$ cat config.mk
export PLATFORM = sky130hd
export DESIGN_NAME = cpu
export DESIGN_NICKNAME = d
export VERILOG_FILES = /design/src/rtl/isaPkg.sv /design/src/rtl/pipePkg.sv /design/src/rtl/pipeLinks.sv /design/src/rtl/fetchStage.sv /design/src/rtl/decodeStage.sv /design/src/rtl/executeStage.sv /design/src/rtl/memoryStage.sv /design/src/rtl/writebackStage.sv /design/src/rtl/cpu.sv
export SDC_FILE = /design/constraint.sdc
export NUM_CORES = 1
export LEC_CHECK = 0
export BUFFER_PORTS_ARGS = -buffer_cell sky130_fd_sc_hd__buf_2
export CAP_MARGIN = 20
export CORE_MARGIN = 10
export CORE_UTILIZATION = 45
export DETAILED_ROUTE_END_ITERATION = 7
export GPL_TIMING_DRIVEN = 0
export PLACE_DENSITY = 0.7
export SYNTH_ARGS = -nofsm -noshare
export SYNTH_HDL_FRONTEND = slang
export SYNTH_SLANG_ARGS = --single-unit
export TNS_END_PERCENT = 30
$ cat constraint.sdc
create_clock -name Clk -period 4.5 [get_ports Clk]
set_input_delay 0.225 -clock Clk [delete_from_list [all_inputs] [get_ports Clk]]
set_output_delay 0.225 -clock Clk [all_outputs]
set_load 0.05 [all_outputs]
$ cat src/rtl/isaPkg.sv
package isaPkg;

	typedef logic [15:0] wordT;
	typedef logic [1:0] regIdxT;

	localparam int numRegs = 4;

	typedef enum logic [3:0] {
		opAdi = 4'd4,
		opOri = 4'd5,
		opLhi = 4'd6,
		opLwd = 4'd7,
		opSwd = 4'd8,
		opAlu = 4'd15
	} opcodeE;

	// function field of the ALU opcode
	typedef enum logic [5:0] {
		fnAdd = 6'd0,
		fnSub = 6'd1,
		fnAnd = 6'd2,
		fnOrr = 6'd3,
		fnNot = 6'd4,
		fnTcp = 6'd5,
		fnShl = 6'd6,
		fnShr = 6'd7,
		fnWwd = 6'd28,
		fnHlt = 6'd29
	} functE;

	// same 16 bits, register form or immediate form
	typedef union packed {
		struct packed {
			opcodeE opcode;
			regIdxT rs;
			regIdxT rt;
			regIdxT rd;
			functE funct;
		} rForm;
		struct packed {
			opcodeE opcode;
			regIdxT rs;
			regIdxT rt;
			logic [7:0] imm;
		} iForm;
	} instrU;

endpackage

$ cat src/rtl/pipePkg.sv
package pipePkg;

	typedef enum logic [2:0] {
		aluAdd,
		aluSub,
		aluAnd,
		aluOrr,
		aluNot,
		aluTcp,
		aluShl,
		aluShr
	} aluOpE;

	// where an execute operand comes from
	typedef enum logic [1:0] {
		fwdReg,
		fwdMem,
		fwdWb
	} fwdSelE;

	typedef struct packed {
		aluOpE aluOp;
		logic aluSrcImm; // operand B from immediate
		logic zeroA; // operand A forced to zero, LHI
		logic memRead;
		logic memWrite;
		logic regWrite;
		logic isWwd;
		logic isHalt;
	} ctrlT;

endpackage

$ cat src/rtl/pipeLinks.sv
interface idExLink;
	import isaPkg::*;
	import pipePkg::*;

	ctrlT ctrl;
	logic valid;
	regIdxT rs;
	regIdxT rt;
	regIdxT writeReg;
	wordT valA;
	wordT valB;
	wordT imm;

	modport src(output ctrl, valid, rs, rt, writeReg, valA, valB, imm);
	modport dst(input ctrl, valid, rs, rt, writeReg, valA, valB, imm);
endinterface

interface exMemLink;
	import isaPkg::*;
	import pipePkg::*;

	ctrlT ctrl;
	logic valid;
	wordT aluResult;
	wordT storeData;
	regIdxT writeReg;

	modport src(output ctrl, valid, aluResult, storeData, writeReg);
	modport dst(input ctrl, valid, aluResult, storeData, writeReg);
endinterface

interface memWbLink;
	import isaPkg::*;

	logic valid;
	logic regWrite;
	logic isWwd;
	logic isHalt;
	regIdxT writeReg;
	wordT result;

	modport src(output valid, regWrite, isWwd, isHalt, writeReg, result);
	modport dst(input valid, regWrite, isWwd, isHalt, writeReg, result);
	// execute taps the writeback value for forwarding
	modport fwd(input valid, regWrite, writeReg, result);
endinterface

$ cat src/rtl/fetchStage.sv
module fetchStage #(
	parameter isaPkg::wordT resetPc = 16'h0000
) (
	input logic Clk,
	input logic arstN,
	input logic hold,
	output logic readM1,
	output isaPkg::wordT address1,
	input isaPkg::wordT data1,
	output isaPkg::instrU instr,
	output logic instrValid
);
	import isaPkg::*;

	wordT pc;
	logic running; // set one edge after reset release

	assign readM1 = running;
	assign address1 = pc;

	always_ff @(posedge Clk or negedge arstN) begin
		if (!arstN) begin
			pc <= resetPc;
			running <= 1'b0;
			instrValid <= 1'b0;
		end else begin
			running <= 1'b1;
			if (!hold) begin
				instrValid <= running;
				if (running)
					pc <= pc + 16'd1;
			end
		end
	end

	// instruction word, frozen during a load-use stall
	always_ff @(posedge Clk) begin
		if (!hold)
			instr <= data1;
	end

endmodule

$ cat src/rtl/decodeStage.sv
module decodeStage (
	input logic Clk,
	input logic arstN,
	input isaPkg::instrU instr,
	input logic instrValid,
	output logic hold,
	input logic wbWrite,
	input isaPkg::regIdxT wbReg,
	input isaPkg::wordT wbData,
	idExLink.src idEx
);
	import isaPkg::*;
	import pipePkg::*;

	wordT regFile [numRegs];
	opcodeE opcode;
	logic isAlu;
	regIdxT rs;
	regIdxT rt;
	regIdxT writeReg;
	logic usesRs;
	logic usesRt;
	logic halted;
	logic live;
	ctrlT ctrl;
	wordT immExt;
	wordT valA;
	wordT valB;

	assign opcode = instr.iForm.opcode;
	assign isAlu = (opcode == opAlu);
	assign rs = instr.iForm.rs; // same bits in both forms
	assign rt = instr.iForm.rt;
	assign writeReg = isAlu ? instr.rForm.rd : instr.iForm.rt;

	always_comb begin
		ctrl = '0; // add, no side effects
		immExt = '0;
		case (opcode)
			opAlu: begin
				ctrl.regWrite = 1'b1;
				case (instr.rForm.funct)
					fnAdd: ctrl.aluOp = aluAdd;
					fnSub: ctrl.aluOp = aluSub;
					fnAnd: ctrl.aluOp = aluAnd;
					fnOrr: ctrl.aluOp = aluOrr;
					fnNot: ctrl.aluOp = aluNot;
					fnTcp: ctrl.aluOp = aluTcp;
					fnShl: ctrl.aluOp = aluShl;
					fnShr: ctrl.aluOp = aluShr;
					fnWwd: begin
						ctrl.regWrite = 1'b0;
						ctrl.isWwd = 1'b1;
					end
					fnHlt: begin
						ctrl.regWrite = 1'b0;
						ctrl.isHalt = 1'b1;
					end
					default: ctrl.regWrite = 1'b0; // unknown funct, no-op
				endcase
			end
			opAdi: begin
				ctrl.aluSrcImm = 1'b1;
				ctrl.regWrite = 1'b1;
				immExt = {{8{instr.iForm.imm[7]}}, instr.iForm.imm};
			end
			opOri: begin
				ctrl.aluOp = aluOrr;
				ctrl.aluSrcImm = 1'b1;
				ctrl.regWrite = 1'b1;
				immExt = {8'h00, instr.iForm.imm};
			end
			opLhi: begin
				ctrl.zeroA = 1'b1;
				ctrl.aluSrcImm = 1'b1;
				ctrl.regWrite = 1'b1;
				immExt = {instr.iForm.imm, 8'h00};
			end
			opLwd: begin
				ctrl.aluSrcImm = 1'b1;
				ctrl.memRead = 1'b1;
				ctrl.regWrite = 1'b1;
				immExt = {{8{instr.iForm.imm[7]}}, instr.iForm.imm};
			end
			opSwd: begin
				ctrl.aluSrcImm = 1'b1;
				ctrl.memWrite = 1'b1;
				immExt = {{8{instr.iForm.imm[7]}}, instr.iForm.imm};
			end
			default: ; // unsupported opcode retires as no-op
		endcase
	end

	// load-use hazard against the instruction now in execute
	assign usesRs = (opcode != opLhi);
	assign usesRt = isAlu || (opcode == opSwd);
	assign live = instrValid && !halted;
	assign hold = live && idEx.valid && idEx.ctrl.memRead &&
		((usesRs && idEx.writeReg == rs) || (usesRt && idEx.writeReg == rt));

	// writeback in the same cycle wins over the stored value
	assign valA = (wbWrite && wbReg == rs) ? wbData : regFile[rs];
	assign valB = (wbWrite && wbReg == rt) ? wbData : regFile[rt];

	always_ff @(posedge Clk or negedge arstN) begin
		if (!arstN) begin
			for (int i = 0; i < numRegs; i++)
				regFile[i] <= '0;
		end else if (wbWrite) begin
			regFile[wbReg] <= wbData;
		end
	end

	always_ff @(posedge Clk or negedge arstN) begin
		if (!arstN) begin
			halted <= 1'b0;
			idEx.valid <= 1'b0;
			idEx.ctrl <= '0;
		end else begin
			idEx.valid <= live && !hold; // bubble on stall
			idEx.ctrl <= ctrl;
			if (live && !hold && ctrl.isHalt)
				halted <= 1'b1;
		end
	end

	always_ff @(posedge Clk) begin
		idEx.rs <= rs;
		idEx.rt <= rt;
		idEx.writeReg <= writeReg;
		idEx.valA <= valA;
		idEx.valB <= valB;
		idEx.imm <= immExt;
	end

endmodule

$ cat src/rtl/executeStage.sv
module executeStage (
	input logic Clk,
	input logic arstN,
	idExLink.dst idEx,
	exMemLink.src exMem,
	memWbLink.fwd memWb
);
	import isaPkg::*;
	import pipePkg::*;

	fwdSelE fwdA;
	fwdSelE fwdB;
	wordT regA;
	wordT regB;
	wordT opA;
	wordT opB;
	wordT aluResult;

	// youngest producer first
	function automatic fwdSelE pickSrc(input regIdxT src);
		if (exMem.valid && exMem.ctrl.regWrite && exMem.writeReg == src)
			return fwdMem;
		else if (memWb.valid && memWb.regWrite && memWb.writeReg == src)
			return fwdWb;
		return fwdReg;
	endfunction

	function automatic wordT pickVal(input fwdSelE sel, input wordT regVal);
		case (sel)
			fwdMem: return exMem.aluResult;
			fwdWb: return memWb.result;
			default: return regVal;
		endcase
	endfunction

	assign fwdA = pickSrc(idEx.rs);
	assign fwdB = pickSrc(idEx.rt);
	assign regA = pickVal(fwdA, idEx.valA);
	assign regB = pickVal(fwdB, idEx.valB);

	assign opA = idEx.ctrl.zeroA ? 16'h0000 : regA;

	always_comb begin
		if (idEx.ctrl.aluSrcImm)
			opB = idEx.imm;
		else if (idEx.ctrl.isWwd)
			opB = 16'h0000; // A + 0 passes rs through
		else
			opB = regB;
	end

	always_comb begin
		case (idEx.ctrl.aluOp)
			aluAdd: aluResult = opA + opB;
			aluSub: aluResult = opA - opB;
			aluAnd: aluResult = opA & opB;
			aluOrr: aluResult = opA | opB;
			aluNot: aluResult = ~opA;
			aluTcp: aluResult = ~opA + 16'd1;
			aluShl: aluResult = {opA[14:0], 1'b0};
			aluShr: aluResult = {opA[15], opA[15:1]}; // arithmetic
			default: aluResult = opA + opB;
		endcase
	end

	always_ff @(posedge Clk or negedge arstN) begin
		if (!arstN) begin
			exMem.valid <= 1'b0;
			exMem.ctrl <= '0;
		end else begin
			exMem.valid <= idEx.valid;
			exMem.ctrl <= idEx.ctrl;
		end
	end

	always_ff @(posedge Clk) begin
		exMem.aluResult <= aluResult;
		exMem.storeData <= regB; // forwarded rt
		exMem.writeReg <= idEx.writeReg;
	end

endmodule

$ cat src/rtl/memoryStage.sv
module memoryStage (
	input logic Clk,
	input logic arstN,
	exMemLink.dst exMem,
	output logic readM2,
	output logic writeM2,
	output isaPkg::wordT address2,
	output isaPkg::wordT writeData2,
	input isaPkg::wordT readData2,
	memWbLink.src memWb
);
	import isaPkg::*;

	wordT result;

	assign readM2 = exMem.valid && exMem.ctrl.memRead;
	assign writeM2 = exMem.valid && exMem.ctrl.memWrite;
	assign address2 = exMem.aluResult;
	assign writeData2 = exMem.storeData;

	// memory answers in the same cycle
	assign result = exMem.ctrl.memRead ? readData2 : exMem.aluResult;

	always_ff @(posedge Clk or negedge arstN) begin
		if (!arstN) begin
			memWb.valid <= 1'b0;
			memWb.regWrite <= 1'b0;
			memWb.isWwd <= 1'b0;
			memWb.isHalt <= 1'b0;
		end else begin
			memWb.valid <= exMem.valid;
			memWb.regWrite <= exMem.ctrl.regWrite;
			memWb.isWwd <= exMem.ctrl.isWwd;
			memWb.isHalt <= exMem.ctrl.isHalt;
		end
	end

	always_ff @(posedge Clk) begin
		memWb.writeReg <= exMem.writeReg;
		memWb.result <= result;
	end

endmodule

$ cat src/rtl/writebackStage.sv
module writebackStage (
	input logic Clk,
	input logic arstN,
	memWbLink.dst memWb,
	output logic wbWrite,
	output isaPkg::regIdxT wbReg,
	output isaPkg::wordT wbData,
	output isaPkg::wordT numInst,
	output isaPkg::wordT outputPort,
	output logic isHalted
);

	// register write lands at the end of this cycle
	assign wbWrite = memWb.valid && memWb.regWrite;
	assign wbReg = memWb.writeReg;
	assign wbData = memWb.result;

	always_ff @(posedge Clk or negedge arstN) begin
		if (!arstN) begin
			numInst <= 16'h0000;
			outputPort <= 16'h0000;
			isHalted <= 1'b0;
		end else if (memWb.valid) begin
			numInst <= numInst + 16'd1; // HLT counts too
			if (memWb.isWwd)
				outputPort <= memWb.result;
			if (memWb.isHalt)
				isHalted <= 1'b1;
		end
	end

endmodule

$ cat src/rtl/cpu.sv
module cpu #(
	parameter isaPkg::wordT resetPc = 16'h0000
) (
	input logic Clk,
	input logic arstN,
	output logic readM1,
	output isaPkg::wordT address1,
	input isaPkg::wordT data1,
	output logic readM2,
	output logic writeM2,
	output isaPkg::wordT address2,
	output isaPkg::wordT writeData2,
	input isaPkg::wordT readData2,
	output isaPkg::wordT numInst,
	output isaPkg::wordT outputPort,
	output logic isHalted
);
	import isaPkg::*;

	instrU instr;
	logic instrValid;
	logic hold;
	logic wbWrite;
	regIdxT wbReg;
	wordT wbData;

	idExLink idEx();
	exMemLink exMem();
	memWbLink memWb();

	fetchStage #(
		.resetPc(resetPc)
	) fetch (
		.Clk(Clk),
		.arstN(arstN),
		.hold(hold),
		.readM1(readM1),
		.address1(address1),
		.data1(data1),
		.instr(instr),
		.instrValid(instrValid)
	);

	decodeStage decode (
		.Clk(Clk),
		.arstN(arstN),
		.instr(instr),
		.instrValid(instrValid),
		.hold(hold),
		.wbWrite(wbWrite),
		.wbReg(wbReg),
		.wbData(wbData),
		.idEx(idEx.src)
	);

	executeStage execute (
		.Clk(Clk),
		.arstN(arstN),
		.idEx(idEx.dst),
		.exMem(exMem.src),
		.memWb(memWb.fwd)
	);

	memoryStage memory (
		.Clk(Clk),
		.arstN(arstN),
		.exMem(exMem.dst),
		.readM2(readM2),
		.writeM2(writeM2),
		.address2(address2),
		.writeData2(writeData2),
		.readData2(readData2),
		.memWb(memWb.src)
	);

	writebackStage writeback (
		.Clk(Clk),
		.arstN(arstN),
		.memWb(memWb.dst),
		.wbWrite(wbWrite),
		.wbReg(wbReg),
		.wbData(wbData),
		.numInst(numInst),
		.outputPort(outputPort),
		.isHalted(isHalted)
	);

endmodule

==> impl_summary.md, run 1 <==
Critical path
The data required time at the worst endpoint is 4920 ps. The endpoint identified for the worst register-to-register timing path is execute.exMem.aluResult[11]$_DFF_P_. The worst register-to-register path begins at memory.memWb.valid$_DFF_PN0_. The reg-to-reg setup timing slack is 60 ps. The maximum net fanout on the critical path is 10. The worst setup path is captured at a register. By startpoint and endpoint, the worst setup path is classified as reg2reg. At the worst endpoint, the arrival time is 4860 ps. The number of cells on the worst reg-to-reg path is 21.

STA classifies the critical path startpoint as a register.

Timing
The slack of the critical path is 64.8 ps. The tightest slew margin relative to the limit is 27.5%. Setup violations remaining at the end of the flow were counted as 0. For the finished layout, the period the worst path requires is 4440 ps. The setup clock skew after layout is 13.5 ps. The timing-limited maximum frequency is 225 MHz.

At the pin with the least slew margin, the transition time is 1080 ps. The final period utilization is 98.6%. The count of endpoints failing hold in the final timing report is 0. The number of pins with negative max-slew slack in the final report is 0.

Clocking
TritonCTS built the clock tree. The clock passes through at most 3 buffers. Counting every sink on the clock net gives 259. The number of clock buffers added by TritonCTS is 28. The clock transition at the registers of the reported paths is 60 ps.

The number of H-tree levels is 1. The clock root buffer master is clkbuf_16. The clock insertion delay at the later pin of the skew report is 550 ps.

Final layout
The total area of multi-input combinational cells is 6910 sq um. The share of final-layout standard cells stronger than drive strength 1 is 35.3%. Counting the fill cells in the layout gives 2411. The sequential cell area is 6030 sq um. In the final design database the tool counted 1394 nets. The layout overhead on the synthesized area is 22.6%. 0 antenna diodes ended up in the layout.

Detailed routing
Wires add up to 37600 um. The total met2 wirelength after detailed routing is 16800 um. The routed metal-1 wirelength is 16200 um. For this block, the via count after detailed routing is 10100. The detailed router finished its first iteration with 866 violations.

The detailed-route vias per instance is 5.81. The number of search-and-repair iterations in the first detailed-routing pass is 6. The post-detailed-route count of antenna-violating nets is 0. The post-route DRC violation count is 0. The highest layer touched by signal routing is met4. The routed wire length on met3 is 3470 um. In the final routed layout, each cell accounts on average for 21.6 um.

Die
The die covers 35900 sq um. The site row count is 62. For this configuration, the core starts out at a cell density of 45.3%. The number of ports placed on the die boundary is 118. The y dimension of the die is 190 um. The width of the die is 190 um. The standard cell core area is 28500 sq um.

Min path
The worst min-delay path class is in2async.

Yosys
The total nets after synthesis is 1198. The mean cell area of the mapped netlist is 11.3 sq um. The synthesized design contains 259 register bits. The cell taking the most area after synthesis is dfrtp_1. The post-synthesis instance area is 12900 sq um.

After synthesis, the cell types taking the most area are dfrtp_1, dfxtp_1, mux2_2. After synthesis, the share of flip-flops with an asynchronous set or reset is 52.9%. For this run, the number of Yosys warnings is 0.

After technology mapping, the gate count stands at 1142. By count the netlist is led by dfrtp_1, mux2_2, dfxtp_1. The number of distinct library cells after synthesis is 77.

The sequential share of the synthesized area is 46.6%. Of the post-synthesis cell area, the dominant cell type holds 26.5%. The number of synthesized flops with an enable pin is 16. The most used flip-flop cell after synthesis is dfrtp_1.

Global route
Entering global routing, the biggest net connects 77 pins. The total overflow reported by the global router is 0. For this run, the total global-route usage over all layers was measured as 20.2%. The first global-routing pass estimated 58200 um of wire. The number of global-route vias before repair is 10200. The number of antenna violations at the first check in global routing is 0.

Placed design
The final weighted congestion of routability-driven global placement is 0.968. During placement, the flow inserted port buffers numbering 117. OpenSTA, run right after detailed placement, puts the worst setup slack at -468 ps.

The estimated wirelength of the detail-placed design is 27300 um.

Pwr
The total power is 10700 uW. Dividing total power by cell area gives a power density of 677 nW/um^2. IR analysis of the VDD net gives a maximum drop of 0.476 mV. Summed over all cells, the static leakage comes to 0.00684 uW.

Flow run
The count of maximum capacitance violations is 0.

Outcome
The flow ran to the end, and the final reports show no timing, DRC or antenna violations.
cells by family after synthesis:
kind of cell / after synthesis / share of synthesized area, %
and+or+nand+nor: 308 / 11.9
DFF: 259 / 46.6
AOI/OAI and AO/OA: 202 / 11.7
muxes: 176 / 18.2
xor gates and xnor gates: 87 / 6.01
buffers and inverters: 80 / 2.82
adders and majority gates: 29 / 2.73
other: 1 / 0.0290
placed cells by master, fill, tap and decap left out, types with 10 or more instances in the layout:
master	netlist	layout
dfxtp_1	106	103
a31oi_1	22	18
nor3_1	17	16
nor2b_1	16	16
dlygate4sd3_1	0	33
nor2_1	69	66
xnor2_1	48	43
xor2_1	37	31
a311oi_2	12	12
o31ai_1	20	12
clkbuf_16	0	29
mux2_2	137	137
a21oi_1	34	29
nand3_1	18	17
mux4_2	34	34
clkinv_2	0	11
buf_6	3	10
buf_4	7	22
ha_1	21	19
clkbuf_1	37	26
nand2_1	93	92
o21ai_0	28	26
edfxtp_1	16	16
nor4_1	17	16
nand4_1	29	29
inv_1	17	17
buf_2	13	126
dfrtp_1	137	137
report_power, final:
part / leakage, uW / internal, uW / switching (uW)
Clock: 0.000467 / 1300 / 964
Combinational: 0.00354 / 1990 / 2640
Sequential: 0.00284 / 3090 / 759
Total: 0.00684 / 6380 / 4360
through the flow:
stage	util, %	std cells	hold slack [ps]	TNS (ps)	area [sq um]
2_1_floorplan	-	1142	-70.6	0	12900
3_3_place_gp	49.1	1643	334	-1370	14000
3_5_place_dp	49.2	1644	256	-1550	14000
4_1_cts	54.1	1733	259	-7.04	15500
5_1_grt	55.6	1744	302	-216	15900
6_report	55.6	1744	239	0	15900
worst max-delay path by stage:
stage	from	to	slack (ps)	cells past startpoint
3_3_place_gp	memory.memWb.valid$_DFF_PN0_	execute.exMem.aluResult[11]$_DFF_P_	-430	19
5_1_grt	execute.exMem.valid$_DFF_PN0_	execute.exMem.aluResult[11]$_DFF_P_	-100	19
6_report	memory.memWb.valid$_DFF_PN0_	execute.exMem.aluResult[11]$_DFF_P_	60	21
2_1_floorplan	memory.memWb.valid$_DFF_PN0_	execute.exMem.aluResult[11]$_DFF_P_	450	21
4_1_cts	memory.memWb.valid$_DFF_PN0_	execute.exMem.aluResult[11]$_DFF_P_	-7	19
3_5_place_dp	memory.memWb.valid$_DFF_PN0_	execute.exMem.aluResult[11]$_DFF_P_	-470	19
sequential cells by signal, indices dropped and copies added (netlist names), 5 cells and up:
name	flops
writeback.outputPort	16
memory.memWb.result	16
decode.regFile	64
fetch.instr	16
decode.idEx.ctrl	10
execute.exMem.ctrl	5
execute.exMem.storeData	16
writeback.numInst	16
execute.exMem.aluResult	16
fetch.address1	16
decode.idEx.valB	16
decode.idEx.imm	16
decode.idEx.valA	16
area by class of cell:
cell class                      count  share of cell area, %
Inverter                           18                  0.426
Timing Repair Buffer              167                   6.71
Clock buffer                       33                   4.86
Clock inverter                     19                   1.01
Multi-Input combinational cell    803                   43.6
Buffer                             61                   2.37
Sequential cell                   259                   38.0
Tap cell                          384                   3.03
metal layers:
| layer | up-vias | GRT usage (%) |
|---|---|---|
| met1 | 4974 | 27.7 |
| met3 | 87 | 4.87 |
| met5 | - | 0 |
| met4 | 0 | 6.17 |
| met2 | 445 | 31.0 |
| li1 | 4633 | - |
worst max-delay path, stage by stage, from the launching register on:
cell,delay (ps)
dfrtp_1,340
buf_6,120
and2_1,170
buf_6,150
buf_8,140
nand4_1,190
a311oi_4,390
a21oi_2,120
ha_4,290
nand2_1,50
o21ai_2,90
inv_1,60
ha_1,270
nor2b_1,140
o31a_1,270
o211ai_1,260
a211o_1,210
nand3b_1,110
a21oi_2,180
xnor2_2,90
mux4_2,450
o21bai_1,190
what timing repair did:
item                                   CTS  global route
endpoints found under the hold margin   93             0
setup buffers                            4            10
gates resized for setup                 34            77
hold buffers                            33             0
setup endpoints to repair                8             5
pin swaps                                5            14
(Power assumes the default switching activity.)
==> run 2, diff against run 1 <==
--- a/config.mk
+++ b/config.mk
@@ -14,5 +14,6 @@
 export PLACE_DENSITY = 0.7
 export SYNTH_ARGS = -nofsm -noshare
 export SYNTH_HDL_FRONTEND = slang
+export SYNTH_HIERARCHICAL = 1
 export SYNTH_SLANG_ARGS = --single-unit
 export TNS_END_PERCENT = 30
==> impl_summary.md, run 2 <==
Critical path
The maximum net fanout on the critical path came to 10 (unchanged). The start-to-end type of the worst setup path is reg2reg. The worst setup path startpoint is decode/idEx.ctrl[1]$_DFF_PN0_.

The arrival time of data at the critical path endpoint was 4880 ps (+20 ps). The origin of the critical flop-to-flop path is decode/idEx.ctrl[1]$_DFF_PN0_. The worst setup path is captured at a register.

The data required time at the worst endpoint is 4920 ps (about the same). The nature of the critical path startpoint is a register.

Detailed routing
The mean routed wirelength per cell is 21.5 um (about the same). The post-route DRC violation count is 0 (unchanged). The detailed-route via count is 9979 (-1.6%). The number of search-and-repair iterations in the first detailed-routing pass is 6 (unchanged). The post-detailed-route count of antenna-violating nets is 0 (unchanged). The post-detailed-routing wire length is 38100 um (+1.3%). The detailed-route vias per instance is 5.64 (-2.9%). The number of DRC violations after detailed-routing iteration 0 is 835 (-3.6%).

Yosys
The gate count of the mapped netlist is 1155 (+1.1%). The mean cell area of the mapped netlist is 11.9 sq um (+4.7%). The synthesis warning total is 6 (+6). The post-synthesis instance area was 13700 sq um (+5.9%).

The total nets after synthesis is 1211 (+1.1%).

Final layout
The share of final-layout standard cells stronger than drive strength 1 is 38.6% (+3.3 points). The layout overhead on the synthesized area is 21.6%. The antenna diode count came to 0 (unchanged). The post-layout utilization of the core is 55.8% (+0.20 points). The most common cell after layout, fill and taps aside is dfrtp_1. In the layout the commonest cells are dfrtp_1, buf_2, dfxtp_1.

The number of flip-flops under the largest register name is 64 (unchanged). The number of fillers in the final layout is 2473 (+2.6%). The top register by number of flip-flops is decode/regFile. The number of nets in the final layout is 1412 (+1.3%).

The post-route cell area came to 16700 sq um (+5.0%).

Global route
The number of antenna violations at the first check in global routing is 0 (unchanged). The total routing usage reported by global routing was 19.1% (-1.1 points). The total overflow reported by the global router is 0 (unchanged). The number of global-route vias before repair is 10200 (+0.29%). The pin count of the biggest net entering global routing is 78 (+1.3%). The wire length of the first global-routing pass is 58500 um (+0.62%).

Die
The standard cell core area is 29900 sq um (+4.7%). The width of the die was 194 um (+2.6%). The number of ports placed on the die boundary is 118 (unchanged).

The die outline area is 37800 sq um (+5.3%). The starting density of the core is 45.9% (+0.54 points). The site row count was 63 (+1.6%). The y dimension of the die is 194 um (+2.6%).

Pwr
The leakage power was 0.00732 uW (+7.1%). The worst IR drop on VDD was 0.342 mV (-28%). The power per cell area is 687 nW/um^2 (+1.5%).

Clocking
The maximum clock insertion buffer count is 3 (unchanged). The number of buffers created by CTS is 28 (unchanged). The sink count of the clock tree is 259 (unchanged).

The clock insertion delay at the later pin of the skew report came to 540 ps (about the same). The number of H-tree levels is 1 (unchanged). The clock root buffer master is clkbuf_16. The clock transition at the registers of the reported paths came to 60 ps (about the same). TritonCTS built the clock tree.

Placed design
The number of buffers added on ports is 117 (unchanged). The estimated wirelength of the detail-placed design is 27500 um (+0.62%). The final weighted congestion of routability-driven global placement is 0.933 (-3.6%). The total cell area at the placement stage came to 14800 sq um (+5.5%).

Timing
The final period utilization is 99.1% (+0.53 points). The final critical-path required period is 4460 ps (+24.1 ps). The setup violation total in the final timing report came to 0 (unchanged). The setup clock skew after layout is 10.6 ps (-2.87 ps).

The timing-limited maximum frequency was 224 MHz (-0.54%). The tightest slew margin relative to the limit is 45.4% (+18 points). The number of pins with negative max-slew slack in the final report is 0 (unchanged). The count of endpoints failing hold in the final timing report is 0 (unchanged).

The actual transition at the worst max-transition pin was 817 ps (-263 ps).

Outcome
The run finished with clean final reports.

Min path
The worst min-delay path class is in2async.

Flow run
The count of maximum capacitance violations is 0 (unchanged).
[run 2: what timing repair did]
action,4_1_cts,5_1_grt
hold buffers,33,0
endpoints found under the hold margin,92,0
pin swaps,1,19
setup endpoints to repair,7,7
gates resized for setup,28,57
gates cloned,0,1
buffers inserted,1,18
[run 2: final timing paths]
check                           slack, ps                             endpoint  cells past startpoint
worst min-delay path                  230       decode/regFile[18]$_DFFE_PN0P_                      2
worst min register to register        350         memory/memWb.isWwd$_DFF_PN0_                      0
min in group Clk                      350         memory/memWb.isWwd$_DFF_PN0_                      0
worst max register to register         40  execute/exMem.aluResult[13]$_DFF_P_                     17
worst max-delay path                   40  execute/exMem.aluResult[13]$_DFF_P_                     17
max in group asynchronous            3440        execute/exMem.valid$_DFF_PN0_                      3
[run 2: layer usage]
layer / wire (um) / vias to the layer above / part of all wire (%) / track usage, %
met2: 18800 / 328 / 49 / 32.2
met4: 1360 / 0 / 3.6 / 7.55
met5: 0 / - / 0 / 0
li1: - / 4612 / - / -
met3: 1780 / 89 / 4.7 / 2.37
met1: 16100 / 4950 / 42 / 24.2
[run 2: power breakdown]
part	total (uW)	switching, uW	internal [uW]
sequential	3780	688	3090
clock	2410	943	1470
combinational	5260	2840	2420
total	11400	4470	6980
[run 2: per-stage QoR]
step	setup WS [ps]	power, uW	hold slack (ps)	TNS (ps)	cells
after global routing	-76.3	12100	279	-101	1768
after floorplan	356	7390	-70.6	0	1155
after detailed placement	-759	8660	272	-2370	1663
after CTS	-18.3	11200	260	-18.3	1749
final	40.7	11400	232	0	1768
after global placement	-683	8570	336	-1940	1662
[run 2: final cells by class]
class                      count  area, sq um  area share (%)
inverter                      27          101           0.608
tap                          390          488            2.93
timing repair buffer         171         1110            6.66
clock buffer                  42          845            5.07
sequential                   259         6050            36.3
multi-input combinational    769         7200            43.2
clock inverter                10          139           0.833
buffer                       100          729            4.38
[run 2: critical path: stages (launching register included)]
cell	delay, ps
dfrtp_1	490
nor2_1	430
clkbuf_1	440
a32o_1	250
a21oi_2	50
and2_4	170
nand2_4	70
nand2_2	70
xnor2_2	260
ha_4	260
a211oi_4	310
nand2b_1	110
o21ai_2	220
a21oi_2	110
a211oi_2	290
xnor2_1	140
mux4_2	500
o21bai_1	170
